$ cat config.mk
export PLATFORM = sky130hd
export DESIGN_NAME = free_list_wrapper
export DESIGN_NICKNAME = d
export VERILOG_FILES = /design/src/core_types_pkg.sv /design/src/free_list_pkg.sv /design/src/free_list.sv /design/src/free_list_wrapper.sv
export SDC_FILE = /design/constraint.sdc
export NUM_CORES = 1
export LEC_CHECK = 0
export BUFFER_PORTS_ARGS = -buffer_cell sky130_fd_sc_hd__buf_2
export CORE_MARGIN = 5
export CORE_UTILIZATION = 39
export DETAILED_ROUTE_END_ITERATION = 8
export PLACE_DENSITY = 0.63
export SYNTH_ARGS = -nofsm -noshare
export SYNTH_HDL_FRONTEND = slang
export SYNTH_SLANG_ARGS = --single-unit
$ cat constraint.sdc
create_clock -name CLK -period 2.92 [get_ports CLK]
set_input_delay 0 -clock CLK [delete_from_list [all_inputs] [get_ports CLK]]
set_output_delay 0 -clock CLK [all_outputs]
set_load 0.02 [all_outputs]
$ cat src/core_types_pkg.sv
/*
    core-wide register file sizes and the physical register index type
*/
package core_types_pkg;

    // --------------------
    // register file sizes

    // physical registers in the core
    localparam int PR_COUNT = 64;
    // bits needed to name one PR
    localparam int LOG_PR_COUNT = 6;

    // architectural registers
    // PRs below this count are mapped out of reset
    localparam int AR_COUNT = 32;

    // --------------------
    // index types

    // one PR index
    typedef logic [LOG_PR_COUNT-1:0] pr_t;

endpackage

$ cat src/free_list_pkg.sv
/*
    free list geometry: bank count and per-bank depth
*/
package free_list_pkg;

    import core_types_pkg::*;

    // --------------------
    // banking

    // must stay a power of two
    // low PR bits select the bank
    localparam int FREE_LIST_BANK_COUNT = 4;
    // width of a bank select
    localparam int LOG_FREE_LIST_BANK_COUNT = $clog2(FREE_LIST_BANK_COUNT);

    // --------------------
    // depth

    // every PR of one bank class fits in its bank
    localparam int FREE_LIST_BANK_DEPTH = PR_COUNT / FREE_LIST_BANK_COUNT;

endpackage

$ cat src/free_list.sv
/*
    banked free list of physical register indices, one circular buffer per bank
    one push and one pop per bank per cycle, filled with the free PRs at reset
*/
module free_list
    import core_types_pkg::*;
    import free_list_pkg::*;
#(
    parameter int BANK_COUNT = FREE_LIST_BANK_COUNT,
    parameter int PR_COUNT = core_types_pkg::PR_COUNT,
    parameter int AR_COUNT = core_types_pkg::AR_COUNT
) (
    input  logic                  CLK,
    input  logic                  nRST,

    // enqueue side, PRs being freed
    input  logic [BANK_COUNT-1:0] enq_req_valid_by_bank,
    input  pr_t  [BANK_COUNT-1:0] enq_req_PR_by_bank,
    output logic [BANK_COUNT-1:0] enq_resp_ack_by_bank,

    // dequeue side, PRs being allocated
    input  logic [BANK_COUNT-1:0] deq_req_valid_by_bank,
    output pr_t  [BANK_COUNT-1:0] deq_req_PR_by_bank,
    output logic [BANK_COUNT-1:0] deq_resp_ready_by_bank
);

    // --------------------
    // geometry

    // entries per bank
    localparam int DEPTH = PR_COUNT / BANK_COUNT;
    // pointer width, at least one bit
    localparam int LOG_DEPTH = (DEPTH > 1) ? $clog2(DEPTH) : 1;
    // occupancy has to reach DEPTH itself
    localparam int CNT_W = $clog2(DEPTH + 1);
    // free PRs per bank out of reset
    localparam int INIT_COUNT = (PR_COUNT - AR_COUNT) / BANK_COUNT;
    // first free slot after the fill, wraps when the bank starts full
    localparam int INIT_TAIL = INIT_COUNT % DEPTH;

    // circular pointer step, wraps at DEPTH
    // explicit wrap so non power-of-two depths still work
    function automatic logic [LOG_DEPTH-1:0] ptr_inc(input logic [LOG_DEPTH-1:0] ptr);
        if (ptr == LOG_DEPTH'(DEPTH - 1)) begin
            return '0;
        end
        return ptr + 1'b1;
    endfunction

    // --------------------
    // per-bank buffers

    for (genvar b = 0; b < BANK_COUNT; b++) begin : g_bank

        // buffer storage
        pr_t                  mem [DEPTH];
        // oldest entry
        logic [LOG_DEPTH-1:0] head_ptr;
        // next slot to write
        logic [LOG_DEPTH-1:0] tail_ptr;
        // occupancy
        logic [CNT_W-1:0]     count;

        logic                 empty;
        logic                 full;
        logic                 push;
        logic                 pop;

        assign empty = (count == '0);
        assign full  = (count == CNT_W'(DEPTH));

        // ack only while there is room
        // dropped enqueues are simply lost
        assign enq_resp_ack_by_bank[b] = enq_req_valid_by_bank[b] & ~full;

        // head is visible before it is taken
        assign deq_req_PR_by_bank[b]     = mem[head_ptr];
        assign deq_resp_ready_by_bank[b] = ~empty;

        // pop gated by empty, so a push into an empty bank
        // cannot leave in the same cycle
        assign push = enq_resp_ack_by_bank[b];
        assign pop  = deq_req_valid_by_bank[b] & ~empty;

        // pointers and occupancy
        always_ff @(posedge CLK or negedge nRST) begin
            if (!nRST) begin
                head_ptr <= '0;
                tail_ptr <= LOG_DEPTH'(INIT_TAIL);
                count    <= CNT_W'(INIT_COUNT);
            end else begin
                if (push) begin
                    tail_ptr <= ptr_inc(tail_ptr);
                end
                if (pop) begin
                    head_ptr <= ptr_inc(head_ptr);
                end
                // push and pop together leave occupancy alone
                case ({push, pop})
                    2'b10:   count <= count + 1'b1;
                    2'b01:   count <= count - 1'b1;
                    default: count <= count;
                endcase
            end
        end

        // storage, reset loads this bank's class in increasing order
        // bank b gets AR_COUNT+b, AR_COUNT+b+BANK_COUNT, ...
        always_ff @(posedge CLK or negedge nRST) begin
            if (!nRST) begin
                for (int i = 0; i < DEPTH; i++) begin
                    mem[i] <= (i < INIT_COUNT) ? pr_t'(AR_COUNT + b + i * BANK_COUNT) : '0;
                end
            end else if (push) begin
                mem[tail_ptr] <= enq_req_PR_by_bank[b];
            end
        end

        // --------------------
        // checks

        // caller must steer a freed PR to its own bank
        a_enq_bank_class: assert property (
            @(posedge CLK) disable iff (!nRST)
            enq_req_valid_by_bank[b] |-> (int'(enq_req_PR_by_bank[b]) % BANK_COUNT) == b
        );

        // architectural PRs never come back through the free list
        a_enq_not_arch: assert property (
            @(posedge CLK) disable iff (!nRST)
            enq_req_valid_by_bank[b] |-> int'(enq_req_PR_by_bank[b]) >= AR_COUNT
        );

        // ack gating must keep occupancy in range across cycles
        a_count_bound: assert property (
            @(posedge CLK) disable iff (!nRST)
            count <= CNT_W'(DEPTH)
        );

    end

endmodule

$ cat src/free_list_wrapper.sv
/*
    free list top level with a register stage on every input and output
*/
module free_list_wrapper
    import core_types_pkg::*;
    import free_list_pkg::*;
(
    input  logic                            CLK,
    input  logic                            nRST,

    // enqueue request and feedback
    input  logic [FREE_LIST_BANK_COUNT-1:0] next_enq_req_valid_by_bank,
    input  pr_t  [FREE_LIST_BANK_COUNT-1:0] next_enq_req_PR_by_bank,
    output logic [FREE_LIST_BANK_COUNT-1:0] last_enq_resp_ack_by_bank,

    // dequeue request and feedback
    input  logic [FREE_LIST_BANK_COUNT-1:0] next_deq_req_valid_by_bank,
    output pr_t  [FREE_LIST_BANK_COUNT-1:0] last_deq_req_PR_by_bank,
    output logic [FREE_LIST_BANK_COUNT-1:0] last_deq_resp_ready_by_bank
);

    // --------------------
    // registered inputs

    logic [FREE_LIST_BANK_COUNT-1:0] enq_req_valid_by_bank;
    pr_t  [FREE_LIST_BANK_COUNT-1:0] enq_req_PR_by_bank;
    logic [FREE_LIST_BANK_COUNT-1:0] deq_req_valid_by_bank;

    // combinational results of the free list
    logic [FREE_LIST_BANK_COUNT-1:0] enq_resp_ack_by_bank;
    pr_t  [FREE_LIST_BANK_COUNT-1:0] deq_req_PR_by_bank;
    logic [FREE_LIST_BANK_COUNT-1:0] deq_resp_ready_by_bank;

    // --------------------
    // free list

    free_list #(
        .BANK_COUNT (FREE_LIST_BANK_COUNT),
        .PR_COUNT   (PR_COUNT),
        .AR_COUNT   (AR_COUNT)
    ) u_free_list (
        .CLK                    (CLK),
        .nRST                   (nRST),
        .enq_req_valid_by_bank  (enq_req_valid_by_bank),
        .enq_req_PR_by_bank     (enq_req_PR_by_bank),
        .enq_resp_ack_by_bank   (enq_resp_ack_by_bank),
        .deq_req_valid_by_bank  (deq_req_valid_by_bank),
        .deq_req_PR_by_bank     (deq_req_PR_by_bank),
        .deq_resp_ready_by_bank (deq_resp_ready_by_bank)
    );

    // --------------------
    // input stage

    // cuts the path from the outside world into the banks
    always_ff @(posedge CLK or negedge nRST) begin
        if (!nRST) begin
            enq_req_valid_by_bank <= '0;
            enq_req_PR_by_bank    <= '0;
            deq_req_valid_by_bank <= '0;
        end else begin
            enq_req_valid_by_bank <= next_enq_req_valid_by_bank;
            enq_req_PR_by_bank    <= next_enq_req_PR_by_bank;
            deq_req_valid_by_bank <= next_deq_req_valid_by_bank;
        end
    end

    // --------------------
    // output stage

    // samples head and ready before this edge's push and pop
    always_ff @(posedge CLK or negedge nRST) begin
        if (!nRST) begin
            last_enq_resp_ack_by_bank   <= '0;
            last_deq_req_PR_by_bank     <= '0;
            last_deq_resp_ready_by_bank <= '0;
        end else begin
            last_enq_resp_ack_by_bank   <= enq_resp_ack_by_bank;
            last_deq_req_PR_by_bank     <= deq_req_PR_by_bank;
            last_deq_resp_ready_by_bank <= deq_resp_ready_by_bank;
        end
    end

endmodule

======== Yosys cells after proc, flatten, opt, wreduce, memory -nomap -nowiden ========
Index checks and enable logic that the tools add are counted.
cells by class
  div/mod/pow operators ................... 0
  shift operators ......................... 0
  multipliers ............................. 0
  bitwise gates (word level) .............. 24
  $add $sub $neg .......................... 16
  $lt $le $gt $ge ......................... 12
  eq/ne operators ......................... 20
  mux-type cells .......................... 60
  reduce and logical (&&, ||, !) cells .... 12
operator list
  kind                                                count
  bitwise mux 96 bit                                  4
  binary-select mux 6 bit (select 4 bit)              4
  demux 6 bit (select 4 bit)                          4
  two-way mux 6 bit                                   12
  two-way mux 4 bit                                   16
  >= comparator 5 bit, second input constant          8
  inverter 4 -> 5 bit                                 8
  case mux 5 bit (2 select lines)                     4
  adder 4 x 1 -> 4 bit, second input constant         8
  == test 4 bit, second input constant                8
  adder 5 x 1 -> 5 bit, second input constant         4
  == test 5 bit, second input constant                4
  zero test 5 bit                                     4
  < comparator 5 x 1 -> 1 bit, second input constant  4
  subtractor 5 x 1 -> 5 bit, second input constant    4
  two-way mux 1 bit                                   16
  AND 1 bit                                           8
  == test 2 x 1 -> 1 bit, second input constant       4
  == test 2 bit, second input constant                4
  inverter 1 bit                                      8
  nonzero test 2 bit                                  4
  logical AND 1 bit                                   4
storage, ports and cells
  input port bits ......................... 34
  register bits after elaboration ......... 500
  memories kept ........................... 0
  word-level logic and storage cells ...... 232
  bits in latches ......................... 0
  bits in read-only memories .............. 0
  memory bits (writable) .................. 0

======== Logic depth before layout (Yosys ltp) ========
Gate-level depths: netlist of run 1.
  depth after elaboration ................. 6
  mapped depth ............................ 14

======== Modules after synthesis ========
A second synthesis of run 1 with hierarchy kept.
second synthesis, totals
  cell total of the unflattened synthesis .. 1526
  area, all modules ....................... 22640.5 sq um
by module, submodules not included
  module             sequential area each (sq um)  cells an instance  area each (sq um)  times used
  free_list          11060.6                       1462               21038.9            1
  free_list_wrapper  1601.5                        64                 1601.5             1

======== Worst setup path after synthesis of run 1 ========
No wires, ideal clock.
  path type ............................... register -> register
  start point ............................. register u_free_list.g_bank[1].count[3]
  end point ............................... register u_free_list.g_bank[1].count[4]
  arrival time ............................ 2642 ps
  slack ................................... 153 ps
  period minus slack after synthesis ...... 2767 ps
  cell stages (with the launch flop) ...... 14
  buffers on the path ..................... 3
  setup time .............................. 125 ps
  cell sequence ........................... dfstp_2 nor4_4 a21boi_2 buf_6 buf_4 inv_1 ha_1 buf_2 xor2_1 ha_1 nor4b_1 mux2i_1 o211a_1 a2111oi_0
between the ends
  word-level cells in the longest chain between the ends .. 5
RTL lines
  element                                                                       RTL line          text
  from (decl)                                                                   free_list.sv:62   logic [CNT_W-1:0] count;
  from (signal assigned)                                                        free_list.sv:90   count <= CNT_W'(INIT_COUNT);
  from (signal assigned)                                                        free_list.sv:100  2'b10: count <= count + 1'b1;
  from (signal assigned)                                                        free_list.sv:101  2'b01: count <= count - 1'b1;
  == test 5 bit *                                                               free_list.sv:70   assign full = (count == CNT_W'(DEPTH));
  inverter 1 bit *                                                              free_list.sv:74   assign enq_resp_ack_by_bank[b] = enq_req_valid_by_bank[b] & ~full;
  AND 1 bit *                                                                   free_list.sv:74
  via u_free_list.g_bank[1].push                                                free_list.sv:66   logic push;
  == test 2 x 1 -> 1 bit / == test 2 bit (equally long branches)                free_list.sv:99   case ({push, pop})
  case mux 5 bit (2 select lines) / nonzero test 2 bit (equally long branches)  -
Mark *: on every way through the listed nets, which the timed path passes. The rest lies on a longest branch.
A chain may end at the register's enable or synchronous reset.

======== Worst setup path after layout of run 1 ========
  start point ............................. register u_free_list.g_bank[2].count[0]
  end point ............................... register u_free_list.g_bank[2].count[4]
between the ends
  word-level cells in the longest chain between the ends .. 5
RTL lines
  element                                                                       RTL line          text
  from (decl)                                                                   free_list.sv:62
  from (signal assigned)                                                        free_list.sv:90
  from (signal assigned)                                                        free_list.sv:100
  from (signal assigned)                                                        free_list.sv:101
  zero test 5 bit *                                                             free_list.sv:69   assign empty = (count == '0);
  inverter 1 bit *                                                              free_list.sv:83   assign pop = deq_req_valid_by_bank[b] & ~empty;
  AND 1 bit *                                                                   free_list.sv:83
  via u_free_list.g_bank[2].pop                                                 free_list.sv:67   logic pop;
  == test 2 x 1 -> 1 bit / == test 2 bit (equally long branches)                free_list.sv:99
  case mux 5 bit (2 select lines) / nonzero test 2 bit (equally long branches)  -
Marks and branches as above.

==> key figures, run 1 <==
Yosys
  – Main flop type after synthesis: dfrtp_1
  – #FFs+latches synth: 500
  – Synth Cell Area: 0.0230 mm²
  – Post-synth EDFFs: 0
  – Synth area leaders: dfrtp_1 (41%), mux2_2 (18%), dfstp_2 (14%)
  – Most area-hungry cell type in the Yosys netlist: dfrtp_1
  – Syn Nets: 1,624
  – Synth unique cells: 59
  – Syn Inst Count: 1,555
  – Mean Syn Cell Area: between 10 and 15 µm²
  – Top-area cell type share of the netlist area: between 40% and 50%
  – Register area share after synthesis: a little under three fifths
  – Asr flop ratio synth: 100%
  – Synth Warn #: 0

Global routing
  – Vias in the first global route: about 14,000
  – Initial antenna violation count: 1
  – First-pass GRT wire length: between 70,000 and 80,000 µm
  – Global-route usage over all layers: between 15 and 20%
  – Grt ovf: 0
  – Largest net degree at the start of global routing: between 100 and 150

Pwr
  – Switching Power: about 9.4 mW
  – Total power per unit cell area: ~1100 mW/mm²
  – Flop pwr share: a little over two fifths
  – Lkg Pwr: 11.3 nW
  – Combinational Power Share: between 30% and 40%
  – P_int: a little over 20 mW
  – Clk pwr share: a little under a quarter
  – VDD IR max: around 0.0005 V
  – Sw Share: between 30% and 40%
  – Power, Total: about 30 mW

Routing
  – DR iter-0 viols: 716
  – Final wirelength: approximately 47,000 µm
  – DRT antenna net count: 0
  – Detailed-route DRC error count: 0
  – Avg WL per Cell: about 19 µm
  – Total number of vias: between 10,000 and 15,000
  – DR pass1 iterations: 4
  – Via-to-Cell Ratio: 5.29

Place
  – Placed cells: about 2,300
  – Post-DP Area: 0.0241 mm²
  – DP HPWL: 30,800 µm
  – GP Congestion: about 0.76
  – Port Buffers: 65

Setup path
  – CP max stage delay: roughly 0.54 ns
  – WP data arrival: approximately 3.2 ns
  – Critical-path top delay cell: or4_1
  – Bufs and invs on worst path: 0
  – Top delay family on crit path: compound AO/OA/AOI/OAI gates
  – Crit-path max FO: 9
  – Critical path class: reg2reg
  – Crit path cell chain: or4_1, o21a_1, ha_1, xor2_1, ha_1, o211a_1, o31ai_1, a31oi_1, xor2_1
  – Worst Setup End Kind: flop
  – Setup crit start kind: flop
  – Worst Path Required: 3.39 ns

Clock tree
  – CTS buffer count: between 50 and 60
  – Clock slew at reported path FFs: approximately 0.060 ns
  – CTS tree: done
  – Clk_lat worst skew: around 0.60 ns
  – Max clock buf depth: 3
  – Clock Tree Root: clkbuf_16
  – H-tree levels: 2
  – Sink Count: 500

Layout
  – Non-Filler Instances: about 2,500
  – Finished Core Util: ~45%
  – Area growth syn-to-layout: 14.5%
  – N_diodes: 0
  – # nets final: 1,712
  – Share of cells above drive strength 1: 48.4%
  – Final Cell Area: 0.0263 mm²

Floorplan
  – Die X: between 200 and 300 µm
  – Rows: 89
  – Ports: between 60 and 70
  – Core ar.: 0.0587 mm²
  – Initial Util: between 30 and 40%
  – Die Height: between 200 and 300 µm
  – Die area: approximately 0.064 mm²

Timing
  – Slew @ Worst Pin: about 0.9 ns
  – Final Max Tran Viols: 0
  – Fin. Hold Viols: 0
  – Setup Skew: about 0.018 ns
  – Fin crit period: ~2.8 ns
  – Endpoints failing setup: 0
  – Period utilization: between 90% and 100%
  – Setup TNS: 0 ns
  – Fmax: approximately 0.36 GHz
  – Relative slew margins: 41.4%

Status
  – Status: completed

Hold path
  – Hold Crit Class: in2reg

Flow run
  – # Max-Cap Violations: 0
[synthesized netlist by cell type (5+ instances only)]
cell	n
buf_4	5
nand2b_1	6
nor2b_1	25
nand3_1	16
and3_1	13
dfstp_2	120
a211oi_1	12
o31ai_1	6
xor2_1	16
nor2_1	15
a21oi_1	27
a22oi_1	15
buf_2	24
mux4_2	72
dfrtp_1	380
ha_1	35
a21o_1	6
nand3_2	25
nand4_1	7
mux2_4	22
nand2_1	37
o21ai_0	35
mux2_2	368
a31oi_1	7
clkbuf_1	63
buf_6	13
inv_1	21
a221oi_1	24
mux2i_1	61
xnor2_1	13
and2_1	9
[per-stage QoR]
stage	worst slack, ns	hold WS (ns)
floorplan	0.153	-0.296
global placement	0.199	-0.00337
detailed placement	0.0833	0.000880
CTS	0.0688	0.00104
global route	-0.0493	0.00946
finish	0.161	0.0454
[logic make-up (layout without fill, tap and decap cells)]
| family | after synthesis | count (layout) | synth area share, % |
|---|---|---|---|
| DFF | 500 | 500 | 55.1 |
| buffers and inverters | 128 | 258 | 2.73 |
| and+or+nand+nor | 175 | 175 | 4.83 |
| AOI/OAI and AO/OA | 161 | 161 | 4.94 |
| adders and majority gates | 35 | 35 | 1.91 |
| xor gates and xnor gates | 29 | 29 | 1.11 |
| muxes | 527 | 527 | 29.4 |
[final timing paths]
check,from,to,slack (ns),depth (start not counted)
setup / recovery,u_free_list.g_bank[2].count[0]$_DFFE_PN0P_,u_free_list.g_bank[2].count[4]$_DFFE_PN0P_,0.16,9
hold / removal,next_enq_req_PR_by_bank[9],enq_req_PR_by_bank[9]$_DFF_PN0_,0.05,2
setup reg to reg,u_free_list.g_bank[2].count[0]$_DFFE_PN0P_,u_free_list.g_bank[2].count[4]$_DFFE_PN0P_,0.16,9
hold reg to reg,u_free_list.g_bank[3].mem[32]$_DFFE_PN0P_,u_free_list.g_bank[3].mem[32]$_DFFE_PN0P_,0.50,1
max in group asynchronous,nRST,u_free_list.g_bank[3].head_ptr[0]$_DFFE_PN0P_,2.19,3
min in group asynchronous,nRST,u_free_list.g_bank[0].mem[95]$_DFFE_PN1P_,0.12,2
[sequential cells by signal (all words and copies together) (netlist names)]
name / flops
enq_req_valid_by_bank: 4
u_free_list.g_bank.mem: 384
enq_req_PR_by_bank: 24
last_enq_resp_ack_by_bank: 4
u_free_list.g_bank.tail_ptr: 16
last_deq_resp_ready_by_bank: 4
u_free_list.g_bank.head_ptr: 16
last_deq_req_PR_by_bank: 24
u_free_list.g_bank.count: 20
deq_req_valid_by_bank: 4
[layout make-up]
cell class / instances / area (µm²)
clock buffer: 76 / 1510
inverter: 21 / 78.8
timing repair buffer: 138 / 1070
sequential: 500 / 12700
fill: 5163 / 32400
multi-input combinational: 927 / 9710
tap: 773 / 967
clock inverter: 23 / 312
[routing by layer]
metal	routed length (µm)	vias up	track usage, %
li1	-	5925	-
met1	21900	6843	20.8
met2	23000	151	24.9
met3	1500	77	2.61
met4	966	2	3.78
met5	7	-	0
[what timing repair did]
item                                   CTS  global route
endpoints found under the hold margin  400             0
gates resized for setup                  0             6
setup endpoints to repair                0             3
hold buffers                            36             0
setup buffers                            0             2
[power groups by stage]
stage | clock network (mW) | registers, mW | logic (mW)
final | 7.00 | 12.8 | 10.2
after global routing | 7.54 | 13.2 | 11.1
after CTS | 7.23 | 12.8 | 10.3
after detailed placement | 0 | 12.9 | 10.2
after global placement | 0 | 12.7 | 9.96
after floorplan | 0 | 12.0 | 8.26
[placed cells by master, fill, tap and decap left out, drive strengths merged, types with 24 or more instances in the layout]
cell	n
a21oi	28
dfrtp	380
dlygate4sd3	35
mux2	394
nand2	37
ha	35
mux4	72
buf	103
a221oi	24
o21ai	35
clkbuf	76
nor2b	25
dfstp	120
nand3	41
mux2i	61
[worst register-to-register path, cell delays in order, from the launching register on]
cell and delay [ns]:
dfrtp_1 0.44, or4_1 0.54, o21a_1 0.25, ha_1 0.34, xor2_1 0.19, ha_1 0.24, o211a_1 0.22, o31ai_1 0.20
a31oi_1 0.08, xor2_1 0.16
Power figures use the tool's default switching activity.
==> run 2, diff against run 1 <==
- CORE_ASPECT_RATIO: not set -> 1.5
==> key figures, run 2 (synthesis gave the netlist of run 1 again) <==
Timing
  – Fin crit period: 2.72 ns
  – Fmax: about 0.37 GHz
  – Setup Skew: between 0.009 and 0.01 ns
  – Final Max Tran Viols: 0
  – Fin Hold WS: -0.00133 ns
  – Slew @ Worst Pin: 1.23 ns
  – Setup TNS: 0 ns
  – Endpoints failing setup: 0
  – Relative slew margins: between 10% and 20%
  – Period utilization: around 93%
  – Fin. Hold Viols: 5
  – Worst setup margin: ~0.20 ns

Status
  – Status: finished with violations
  – Failing checks: hold timing

Layout
  – # nets final: 1,706
  – Commonest non-fill, non-tap cells in the layout: dfrtp_1 (376), mux2_2 (368), dfstp_2 (120)
  – Non-Filler Instances: 2,456
  – Top Registers: u_free_list.g_bank.mem (384), enq_req_PR_by_bank (24), last_deq_req_PR_by_bank (24)
  – Largest reg by FF count: u_free_list.g_bank.mem
  – Final Cell Area: around 0.026 mm²
  – Most common cell after layout, fill and taps aside: dfrtp_1
  – Area growth syn-to-layout: 14.5%
  – Finished Core Util: ~45%
  – Share of cells above drive strength 1: 49.0%
  – Largest register FFs: between 300 and 400
  – N_diodes: 0

Routing
  – DR iter-0 viols: 469
  – Avg WL per Cell: 19.3 µm
  – Final wirelength: 47,400 µm
  – DRT antenna net count: 0
  – Total number of vias: roughly 13,000
  – Detailed-route DRC error count: 0
  – DR pass1 iterations: 5
  – Via-to-Cell Ratio: around 5.3

Clock tree
  – CTS tree: done
  – CTS buffer count: 50
  – Clk_lat worst skew: around 0.57 ns
  – Max clock buf depth: 3
  – Setup Buffers After CTS: 0
  – Sink Count: 500
  – Clock slew at reported path FFs: 0.06 ns
  – H-tree levels: 2
  – Clock Tree Root: clkbuf_16

Setup path
  – Worst Setup End Kind: flop
  – Crit path top cell by count: xor2_1
  – Worst Path Required: 3.37 ns
  – WP data arrival: roughly 3.2 ns
  – Reg2Reg Depth: 9
  – Critical-path top delay cell: or4_1
  – CP max stage delay: around 0.57 ns
  – CP startpoint: u_free_list.g_bank[2].count[1]$_DFFE_PN0P_
  – RR Startpoint: u_free_list.g_bank[2].count[1]$_DFFE_PN0P_
  – Crit-path max FO: 9
  – Setup crit start kind: flop
  – Crit path cell chain: or4_1, o21a_1, ha_2, xor2_1, ha_1, o211a_1, o31ai_1, a31oi_1, xor2_1
  – Critical path class: reg2reg

Place
  – Port Buffers: 65
  – Dpl ws: 0.115 ns
  – DP HPWL: around 32,000 µm
  – Placed cells: approximately 2,300
  – GP Congestion: 0.790
  – Post-DP Area: around 0.024 mm²

Floorplan
  – Die area: approximately 0.064 mm²
  – Die Height: between 300 and 400 µm
  – Rows: ~110
  – Core ar.: just under 0.06 mm²
  – Ports: 66
  – Initial Util: approximately two fifths
  – Die X: 208 µm

Global routing
  – Initial antenna violation count: 0
  – Largest net degree at the start of global routing: 83
  – First-pass GRT wire length: approximately 79,000 µm
  – Vias in the first global route: ~14,000
  – Grt ovf: 0
  – Global-route usage over all layers: roughly 15%

Pwr
  – VDD IR max: about 0.00051 V
  – Total power per unit cell area: 1140 mW/mm²
  – Lkg Pwr: between 10 and 15 nW
  – Power, Total: ~30 mW

Flow run
  – # Max-Cap Violations: 0

Hold path
  – Hold Crit Class: in2async
run 2: cell count changes in the layout (fill, tap and decap cells not counted), sizes merged:
| cell | previous run | this run |
|---|---|---|
| dlygate4sd3 | 35 | 33 |
| bufinv | 7 | 9 |
| clkinv | 8 | 12 |
| inv | 22 | 21 |
| buf | 103 | 104 |
| clkbuf | 76 | 66 |
run 2: layer usage:
layer / GRT usage [%] / part of all wire [%] / vias to the layer above / routed length, µm
met5: 0 / 0 / - / 0
met4: 4.23 / 2.5 / 0 / 1190
met3: 2.00 / 2.5 / 75 / 1190
met2: 28.6 / 55 / 174 / 26100
met1: 17.8 / 40 / 6840 / 18900
li1: - / - / 5895 / -
run 2: final cells by class:
class	instances	area, µm²
Fill cell	5258	32300
Multi-Input combinational cell	927	9710
Tap cell	777	972
Timing Repair Buffer	137	1020
Clock inverter	28	398
Clock buffer	66	1470
Inverter	21	78.8
Sequential cell	500	12700
run 2: path summary, 6_finish.rpt:
check                           slack [ns]                                         end
worst max-delay path                  0.20  u_free_list.g_bank[2].count[4]$_DFFE_PN0P_
worst min-delay path                -0.001          enq_req_valid_by_bank[0]$_DFF_PN0_
worst max register to register        0.20  u_free_list.g_bank[2].count[4]$_DFFE_PN0P_
worst min register to register        0.50   u_free_list.g_bank[2].mem[68]$_DFFE_PN0P_
max in group asynchronous             1.92   u_free_list.g_bank[1].mem[64]$_DFFE_PN1P_
min in group CLK                      0.06             enq_req_PR_by_bank[1]$_DFF_PN0_
run 2: worst max-delay path: cells and delay by family (launching register included):
family          cells  cell delay (ns)
simple gates        1             0.57
flops               1             0.46
xor+xnor            2             0.31
compound gates      4             0.76
fa+ha+maj           2             0.50
run 2: repair_timing:
item | in CTS | in global routing
hold buffers | 33 | 0
setup endpoints to repair | 0 | 4
hold endpoints to repair | 165 | 0
resized for setup | 0 | 5
run 2: report_power, final:
| part | switching (mW) | internal [mW] |
|---|---|---|
| sequential | 2.30 | 10.6 |
| combinational | 4.26 | 5.67 |
| clock | 2.77 | 4.34 |
| total | 9.32 | 20.6 |
